<file path="src/cmd_gen_pkg.sv">
/*
 * Fixed geometry of the DDR2 command generator. Full-rate to half-rate ratio is 4
 * and the memory burst length is 8, so one local word covers four memory columns
 * and one memory command covers two local beats.
 */
`default_nettype none

package cmd_gen_pkg;

    // memory geometry
    localparam int CS_BITS         = 1;
    localparam int BANK_BITS       = 2;
    localparam int ROW_BITS        = 4;
    localparam int LOCAL_COL_BITS  = 4;

    // memory column is the local column with two zero bits appended below
    localparam int COL_BITS        = LOCAL_COL_BITS + 2;
    localparam int LOCAL_ADDR_BITS = CS_BITS + BANK_BITS + ROW_BITS + LOCAL_COL_BITS;

    localparam int SIZE_BITS       = 6;

    // one burst of 8 at ratio 4 spans two local beats
    localparam int BEATS_PER_BURST = 2;
    localparam int LOCAL_COL_STEP  = 2;

    // local address read as chip, bank, row, column
    typedef struct packed {
        logic [CS_BITS-1:0]        cs;
        logic [BANK_BITS-1:0]      bank;
        logic [ROW_BITS-1:0]       row;
        logic [LOCAL_COL_BITS-1:0] col;
    } addr_cbrc_t;

    // the same word read as chip, row, bank, column
    typedef struct packed {
        logic [CS_BITS-1:0]        cs;
        logic [ROW_BITS-1:0]       row;
        logic [BANK_BITS-1:0]      bank;
        logic [LOCAL_COL_BITS-1:0] col;
    } addr_crbc_t;

    // addr_order picks which view is valid for a given request
    typedef union packed {
        addr_cbrc_t cbrc;
        addr_crbc_t crbc;
    } local_addr_u;

    typedef struct packed {
        logic                 is_write;
        logic                 autopch;
        logic [SIZE_BITS-1:0] size;
        local_addr_u          addr;
    } local_req_t;

    // beats is 2 for a full burst and 1 for a trailing half burst
    typedef struct packed {
        logic                 is_write;
        logic                 autopch;
        logic [1:0]           beats;
        logic [CS_BITS-1:0]   cs;
        logic [BANK_BITS-1:0] bank;
        logic [ROW_BITS-1:0]  row;
        logic [COL_BITS-1:0]  col;
    } mem_cmd_t;

endpackage

`default_nettype wire

</file>
<file path="src/addr_mapper.sv">
/*
 * Input stage. Holds one accepted request until the splitter takes it.
 * Requests must have a nonzero size and start on an even local column.
 * addr_order must stay stable while a request is in flight.
 */
`default_nettype none

module addr_mapper (
    input  logic                              ctl_clk,
    input  logic                              ctl_reset_n,
    input  logic                              read_req,
    input  logic                              write_req,
    input  logic                              autopch,
    input  logic [cmd_gen_pkg::SIZE_BITS-1:0] size,
    input  cmd_gen_pkg::local_addr_u          addr,
    input  logic                              addr_order,
    input  logic                              take,
    output logic                              ready_out,
    output logic                              mapped_valid,
    output cmd_gen_pkg::mem_cmd_t             mapped_cmd,
    output logic [cmd_gen_pkg::SIZE_BITS-1:0] mapped_size
);
    import cmd_gen_pkg::*;

    logic                      full_q;
    logic                      accept;
    local_req_t                req_q;
    logic [LOCAL_COL_BITS-1:0] local_col;

    assign ready_out    = !full_q;
    assign mapped_valid = full_q;
    assign accept       = (read_req || write_req) && ready_out;

    always_ff @(posedge ctl_clk or negedge ctl_reset_n)
    begin
        if (!ctl_reset_n)
            full_q <= 1'b0;
        else if (accept)
            full_q <= 1'b1;
        else if (take)
            full_q <= 1'b0;
    end

    always_ff @(posedge ctl_clk)
    begin
        if (accept)
        begin
            req_q.is_write <= write_req;
            req_q.autopch  <= autopch;
            req_q.size     <= size;
            req_q.addr     <= addr;
        end
    end

    // beats is filled in by the splitter
    always_comb
    begin
        mapped_cmd          = '0;
        mapped_cmd.is_write = req_q.is_write;
        mapped_cmd.autopch  = req_q.autopch;
        // chip select and column sit at the same bits under both orders
        mapped_cmd.cs       = req_q.addr.cbrc.cs;
        local_col           = req_q.addr.cbrc.col;
        if (addr_order)
        begin
            mapped_cmd.bank = req_q.addr.cbrc.bank;
            mapped_cmd.row  = req_q.addr.cbrc.row;
        end
        else
        begin
            mapped_cmd.bank = req_q.addr.crbc.bank;
            mapped_cmd.row  = req_q.addr.crbc.row;
        end
        mapped_cmd.col = {local_col, {(COL_BITS - LOCAL_COL_BITS){1'b0}}};
    end

    assign mapped_size = req_q.size;

    a_one_strobe: assert property (@(posedge ctl_clk) disable iff (!ctl_reset_n)
        !(read_req && write_req));

    a_size_nonzero: assert property (@(posedge ctl_clk) disable iff (!ctl_reset_n)
        accept |-> size != '0);

    // the column sits in the low bits under both orders
    a_col_even: assert property (@(posedge ctl_clk) disable iff (!ctl_reset_n)
        accept |-> !addr.cbrc.col[0]);

endmodule

`default_nettype wire

</file>
<file path="src/burst_splitter.sv">
/*
 * Walks one mapped request a burst at a time. Each command covers two local
 * beats, or one for an odd tail. The column carries into row and bank in the
 * order that addr_order selects, and chip select wraps to zero.
 */
`default_nettype none

module burst_splitter (
    input  logic                              ctl_clk,
    input  logic                              ctl_reset_n,
    input  logic                              mapped_valid,
    input  cmd_gen_pkg::mem_cmd_t             mapped_cmd,
    input  logic [cmd_gen_pkg::SIZE_BITS-1:0] mapped_size,
    input  logic                              addr_order,
    input  logic                              slot_free,
    output logic                              take,
    output logic                              next_valid,
    output cmd_gen_pkg::mem_cmd_t             next_cmd
);
    import cmd_gen_pkg::*;

    logic                    busy_q;
    logic [SIZE_BITS-1:0]    remaining_q;
    mem_cmd_t                cur_q;
    mem_cmd_t                stepped;
    logic [LOCAL_COL_BITS:0] col_sum;
    logic                    issue;
    logic                    last;

    assign next_valid = busy_q;
    assign issue      = busy_q && slot_free;
    assign last       = remaining_q <= SIZE_BITS'(BEATS_PER_BURST);

    // a waiting request is loaded as soon as the current one issues its last burst
    assign take = mapped_valid && (!busy_q || (issue && last));

    always_comb
    begin
        next_cmd       = cur_q;
        next_cmd.beats = (remaining_q == SIZE_BITS'(1)) ? 2'd1 : 2'(BEATS_PER_BURST);
    end

    // top bit of the sum flags the column wrapping back to zero
    assign col_sum = {1'b0, cur_q.col[COL_BITS-1 -: LOCAL_COL_BITS]}
                   + (LOCAL_COL_BITS + 1)'(LOCAL_COL_STEP);

    always_comb
    begin
        stepped     = cur_q;
        stepped.col = {col_sum[LOCAL_COL_BITS-1:0], {(COL_BITS - LOCAL_COL_BITS){1'b0}}};
        if (col_sum[LOCAL_COL_BITS])
        begin
            if (addr_order)
            begin
                // chip-bank-row-column steps the row first
                stepped.row = cur_q.row + 1'b1;
                if (&cur_q.row)
                begin
                    stepped.bank = cur_q.bank + 1'b1;
                    if (&cur_q.bank)
                        stepped.cs = cur_q.cs + 1'b1;
                end
            end
            else
            begin
                stepped.bank = cur_q.bank + 1'b1;
                if (&cur_q.bank)
                begin
                    stepped.row = cur_q.row + 1'b1;
                    if (&cur_q.row)
                        stepped.cs = cur_q.cs + 1'b1;
                end
            end
        end
    end

    always_ff @(posedge ctl_clk or negedge ctl_reset_n)
    begin
        if (!ctl_reset_n)
        begin
            busy_q      <= 1'b0;
            remaining_q <= '0;
        end
        else if (take)
        begin
            busy_q      <= 1'b1;
            remaining_q <= mapped_size;
        end
        else if (issue)
        begin
            if (last)
                busy_q <= 1'b0;
            remaining_q <= remaining_q - SIZE_BITS'(BEATS_PER_BURST);
        end
    end

    always_ff @(posedge ctl_clk)
    begin
        if (take)
            cur_q <= mapped_cmd;
        else if (issue)
            cur_q <= stepped;
    end

    // a stalled command must not move, even if the mapper has a new request waiting
    a_next_stable: assert property (@(posedge ctl_clk) disable iff (!ctl_reset_n)
        next_valid && !slot_free |=> next_valid && $stable(next_cmd));

endmodule

`default_nettype wire

</file>
<file path="src/cmd_output_reg.sv">
/*
 * Output stage. A single command register that holds under back-pressure.
 * slot_free looks at ready_in combinationally, so a drained slot refills at once.
 */
`default_nettype none

module cmd_output_reg (
    input  logic                  ctl_clk,
    input  logic                  ctl_reset_n,
    input  logic                  next_valid,
    input  cmd_gen_pkg::mem_cmd_t next_cmd,
    input  logic                  ready_in,
    output logic                  slot_free,
    output logic                  cmd_valid,
    output cmd_gen_pkg::mem_cmd_t cmd
);

    logic load;

    assign slot_free = !cmd_valid || ready_in;
    assign load      = next_valid && slot_free;

    always_ff @(posedge ctl_clk or negedge ctl_reset_n)
    begin
        if (!ctl_reset_n)
            cmd_valid <= 1'b0;
        else if (slot_free)
            cmd_valid <= next_valid;
    end

    always_ff @(posedge ctl_clk)
    begin
        if (load)
            cmd <= next_cmd;
    end

    a_cmd_stable: assert property (@(posedge ctl_clk) disable iff (!ctl_reset_n)
        cmd_valid && !ready_in |=> cmd_valid && $stable(cmd));

endmodule

`default_nettype wire

</file>
<file path="src/cmd_gen_top.sv">
/*
 * DDR2 command generator, ratio 4 and burst length 8 only.
 * read_req and write_req must not be high together. The first command
 * appears after the third rising edge from acceptance at the earliest.
 */
`default_nettype none

module cmd_gen_top (
    input  logic                              ctl_clk,
    input  logic                              ctl_reset_n,
    input  logic                              read_req,
    input  logic                              write_req,
    input  logic                              autopch,
    input  logic [cmd_gen_pkg::SIZE_BITS-1:0] size,
    input  cmd_gen_pkg::local_addr_u          addr,
    input  logic                              addr_order,
    input  logic                              ready_in,
    output logic                              ready_out,
    output logic                              cmd_valid,
    output cmd_gen_pkg::mem_cmd_t             cmd
);
    import cmd_gen_pkg::*;

    logic                 mapped_valid;
    logic                 take;
    mem_cmd_t             mapped_cmd;
    logic [SIZE_BITS-1:0] mapped_size;
    logic                 next_valid;
    mem_cmd_t             next_cmd;
    logic                 slot_free;

    addr_mapper addr_mapper_i (
        .ctl_clk      (ctl_clk),
        .ctl_reset_n  (ctl_reset_n),
        .read_req     (read_req),
        .write_req    (write_req),
        .autopch      (autopch),
        .size         (size),
        .addr         (addr),
        .addr_order   (addr_order),
        .take         (take),
        .ready_out    (ready_out),
        .mapped_valid (mapped_valid),
        .mapped_cmd   (mapped_cmd),
        .mapped_size  (mapped_size)
    );

    burst_splitter burst_splitter_i (
        .ctl_clk      (ctl_clk),
        .ctl_reset_n  (ctl_reset_n),
        .mapped_valid (mapped_valid),
        .mapped_cmd   (mapped_cmd),
        .mapped_size  (mapped_size),
        .addr_order   (addr_order),
        .slot_free    (slot_free),
        .take         (take),
        .next_valid   (next_valid),
        .next_cmd     (next_cmd)
    );

    cmd_output_reg cmd_output_reg_i (
        .ctl_clk     (ctl_clk),
        .ctl_reset_n (ctl_reset_n),
        .next_valid  (next_valid),
        .next_cmd    (next_cmd),
        .ready_in    (ready_in),
        .slot_free   (slot_free),
        .cmd_valid   (cmd_valid),
        .cmd         (cmd)
    );

endmodule

`default_nettype wire

</file>
<file path="config.mk">
export PLATFORM = sky130hd
export DESIGN_NAME = cmd_gen_top
export DESIGN_NICKNAME = d
export VERILOG_FILES = /design/src/cmd_gen_pkg.sv /design/src/addr_mapper.sv /design/src/burst_splitter.sv /design/src/cmd_output_reg.sv /design/src/cmd_gen_top.sv
export SDC_FILE = /design/constraint.sdc
export NUM_CORES = 1
export LEC_CHECK = 0
export BUFFER_PORTS_ARGS = -buffer_cell sky130_fd_sc_hd__buf_2
export CAP_MARGIN = 20
export CORE_MARGIN = 3
export CORE_UTILIZATION = 45
export CTS_BUF_LIST = sky130_fd_sc_hd__clkbuf_8
export DETAILED_ROUTE_END_ITERATION = 10
export PLACE_DENSITY = 0.67
export SETUP_SLACK_MARGIN = 0.02
export SLEW_MARGIN = 20
export SYNTH_ARGS = -nofsm -noshare
export SYNTH_HDL_FRONTEND = slang
export SYNTH_SLANG_ARGS = --single-unit
</file>
<file path="constraint.sdc">
create_clock -name ctl_clk -period 3.8 [get_ports ctl_clk]
set_input_delay 0.19 -clock ctl_clk [delete_from_list [all_inputs] [get_ports ctl_clk]]
set_output_delay 0.19 -clock ctl_clk [all_outputs]
set_load 0.01 [all_outputs]
</file>
==> metrics.md <==
| Metric | Value |
|---|---|
| Die width | 78.5 um |
| Largest family of logic cells by synthesized area | compound AO/OA/AOI/OAI gates |
| CP max-delay cell | dfrtp_1 |
| TritonCTS clock tree | done |
| Compound-gate portion of the synthesized area | 8.30% |
| Layout Utilization | 55.8% |
| RSZ-0062 raised after global routing | false |
| Seq pwr share | 55.3% |
| Post-Synth Adder-Cell Area | 2.11% |
| Top-area cell type share of the netlist area | 59.6% |
| Peak supply drop | 0.219 mV |
| Slew Limit Fails | 0 |
| Arrival @ worst endpoint | 2020 ps |
| Net Sw Frac | 27.2% |
| TritonCTS buffer count | 5 |
| Die area | 6170 um2 |
| Cells after synthesis | 155 |
| Clock power share | 23.7% |
| Post-route DRC | 0 |
| Slew HR | 61.4% |
| CTS Sinks | 56 |
| Placed inst area | 2630 um2 |
| Synth area leader | edfxtp_1 |
| Critical Path, Cell by Cell | nor2_1, a21oi_1, nand4_1, o21ai_0 |
| Most common cell after layout, fill and taps aside | edfxtp_1 |
| Slew @ Worst Pin | 577 ps |
| Area Growth Syn to Fin | 15.9% |
| Io pins | 43 |
| Multiplexer area fraction after synthesis | 6.82% |
| N_diodes | 0 |
| GR Util All Layers | 14.8% |
| Port-buffer cells | 40 |
| Max Root-Sink Buffers | 2 |
| Slack of the worst reg-to-reg path | 1720 ps |
| Wire per inst | 15.5 um |
| Antenna violations before repair | 0 |
| Die H | 78.5 um |
| Commonest cells after routing, fill and taps aside | 47 x edfxtp_1, 40 x buf_2, 9 x nor2_1, 9 x mux2i_1, 9 x dfrtp_1 |
| Share of cells above drive strength 1 | 32.0% |
| Yosys warnings | 0 |
| Post-Synth XOR/XNOR Area | 1.85% |
| Drt first pass iters | 4 |
| DP HPWL | 3.10 mm |
| Synth Area in Simple Gates | 8.19% |
| Core area | 4910 um2 |
| Final wirelength | 4.14 mm |
| Syn avg cell area | 15.3 um2 |
| Sequential share of the synthesized area | 69.1% |
| Comb power frac | 21.0% |
| Fin crit share | 54.7% |
| Clk_skew | 7.31 ps |
| Critical path class | reg2reg |
| Max-cap violations | 0 |
| Htree depth | 2 |
| Leak | 1.10 nW |
| Element type at the critical path end | flop |
| Largest net degree at the start of global routing | 17 |
| Distinct cells, synth | 38 |
| Seq cells post-synth | 56 |
| Vias/cell | 5.21 |
| Vias post-DR | 1390 |
| Max FO, Critical Path | 9 |
| Initial cell density of the core | 48.2% |
| Post-route cell area | 2740 um2 |
| Final setup fails | 0 |
| GR Overflow Total | 0 |
| Final GP Congestion | 1.04 |
| Fill count | 390 |
| Fmax | 482 MHz |
| Setup TNS | 0 ps |
| Status | complete, no violations |
| Mapped Area | 2370 um2 |
| Clock transition at the registers of the reported paths | 90 ps |
| Final-stage net count | 227 |
| Crit-path max cell delay | 540 ps |
| Critical Path Start Type | flop |
| Rows | 25 |
| Post-DRT Antenna Nets | 0 |
| Largest cells by area after synthesis | edfxtp_1 60%, dfrtp_1 9.5%, mux2i_1 3.8% |
| R2R depth | 4 |
| Latest clock arrival within the worst-skew pair | 300 ps |
| Hold depth | 1 |
| HP Class | in2reg |
| Fin. Hold Viols | 0 |
| Post-CTS Setup Inserts | 0 |
| Vias in the first global route | 1389 |
| First-pass GRT wire length | 6.91 mm |
| Drt initial violations | 115 |
| Clock root buffer | clkbuf_8 |
| Minimum clock period | 2080 ps |
| Critical Path RT | 3740 ps |
| Sw Pwr | 0.421 mW |
| Power Dens Cells | 564 nW/um2 |
| P_int | 1.13 mW |
[path summary, 6_finish.rpt]
| kind | startpoint | to |
|---|---|---|
| setup / recovery | addr_mapper_i.mapped_valid | burst_splitter_i.next_cmd[7] |
| hold / removal | size[1] | addr_mapper_i.mapped_size[1] |
| setup reg to reg | addr_mapper_i.mapped_valid | burst_splitter_i.next_cmd[7] |
| hold reg to reg | burst_splitter_i.next_cmd[16] | cmd_output_reg_i.cmd[16] |
| max in group asynchronous | ctl_reset_n | burst_splitter_i.remaining_q[0] |
| min in group asynchronous | ctl_reset_n | burst_splitter_i.next_valid |
[power by group through the flow]
stage | Clock, mW | Combinational (mW) | Sequential [mW]
2_1_floorplan | 0 | 0.239 | 0.855
3_3_place_gp | 0 | 0.305 | 0.861
3_5_place_dp | 0 | 0.323 | 0.869
4_1_cts | 0.377 | 0.326 | 0.856
5_1_grt | 0.412 | 0.356 | 0.868
6_report | 0.367 | 0.325 | 0.855
[sequential cells by signal, indices dropped and copies added, names as in the netlist]
register and count:
addr_mapper_i.mapped_cmd 7, addr_mapper_i.mapped_size 6, addr_mapper_i.mapped_valid 1, addr_mapper_i.req_q 6, burst_splitter_i.next_cmd 13, burst_splitter_i.next_valid 1
burst_splitter_i.remaining_q 6, cmd_output_reg_i.cmd 15, cmd_output_reg_i.cmd_valid 1
[metrics by stage]
| step | hold WS [ps] | instances | power (mW) | setup slack (ps) |
|---|---|---|---|---|
| after CTS | 46.1 | 267 | 1.56 | 1700 |
| after floorplan | -106 | 156 | 1.09 | 1950 |
| after global placement | 48.1 | 258 | 1.17 | 1860 |
| after global routing | 33.2 | 267 | 1.64 | 1500 |
| after detailed placement | 50.5 | 258 | 1.19 | 1730 |
| final | 56.2 | 267 | 1.55 | 1720 |
[logic make-up after synthesis]
| family | count (synthesis) |
|---|---|
| AOI/OAI and AO/OA | 26 |
| xor gates and xnor gates | 5 |
| adders and majority gates | 4 |
| buffers and inverters | 15 |
| DFF | 56 |
| muxes | 14 |
| other | 1 |
| and+or+nand+nor | 34 |
[metal layers]
| layer | GRT usage [%] | vias to the layer above | share of wire, % |
|---|---|---|---|
| li1 | - | 660 | - |
| met3 | 3.10 | 9 | 5.0 |
| met2 | 23.8 | 47 | 50 |
| met4 | 6.82 | 0 | 2.2 |
| met5 | 0 | - | 0 |
| met1 | 19.2 | 674 | 42 |
[synthesized netlist by cell type]
cell type	n
nand2b_1	2
nor2b_1	1
buf_2	2
inv_1	7
nand2_1	6
a21oi_1	6
conb_1	1
o21ai_2	3
ha_1	4
nor4_4	1
nor2_1	9
and2_1	3
a21oi_2	2
mux2_2	1
o21ai_0	7
o211a_1	2
nand3_2	1
o32ai_1	1
buf_6	1
xnor2_1	2
inv_8	1
dfrtp_1	9
a221oi_2	1
mux2_4	4
a31oi_1	1
nand3_1	2
buf_4	2
nor3_1	4
nand4_1	3
a211oi_1	1
xor2_1	3
and3_1	1
mux2i_1	9
edfxtp_1	47
clkbuf_1	2
o221ai_1	1
nand2b_4	1
a31oi_4	1
[worst max-delay path, delay by kind of cell (launching register included)]
kind,cells,cell delay (ps)
AOI/OAI and AO/OA,2,880
DFF,1,540
and+or+nand+nor,2,290
[cell type report]
cell class	count	area, um2	area share [%]
Clock inverter	3	37.5	1.37
Multi-Input combinational cell	85	653	23.8
Clock buffer	5	68.8	2.51
Inverter	8	37.5	1.37
Tap cell	67	83.8	3.06
Timing Repair Buffer	43	225	8.21
Sequential cell	56	1640	59.7
[what timing repair did]
item | CTS | global route
endpoints found under the hold margin | 9 | 0
gates resized for setup | 0 | 0
hold buffers | 1 | 0
(Power assumes the default switching activity.)
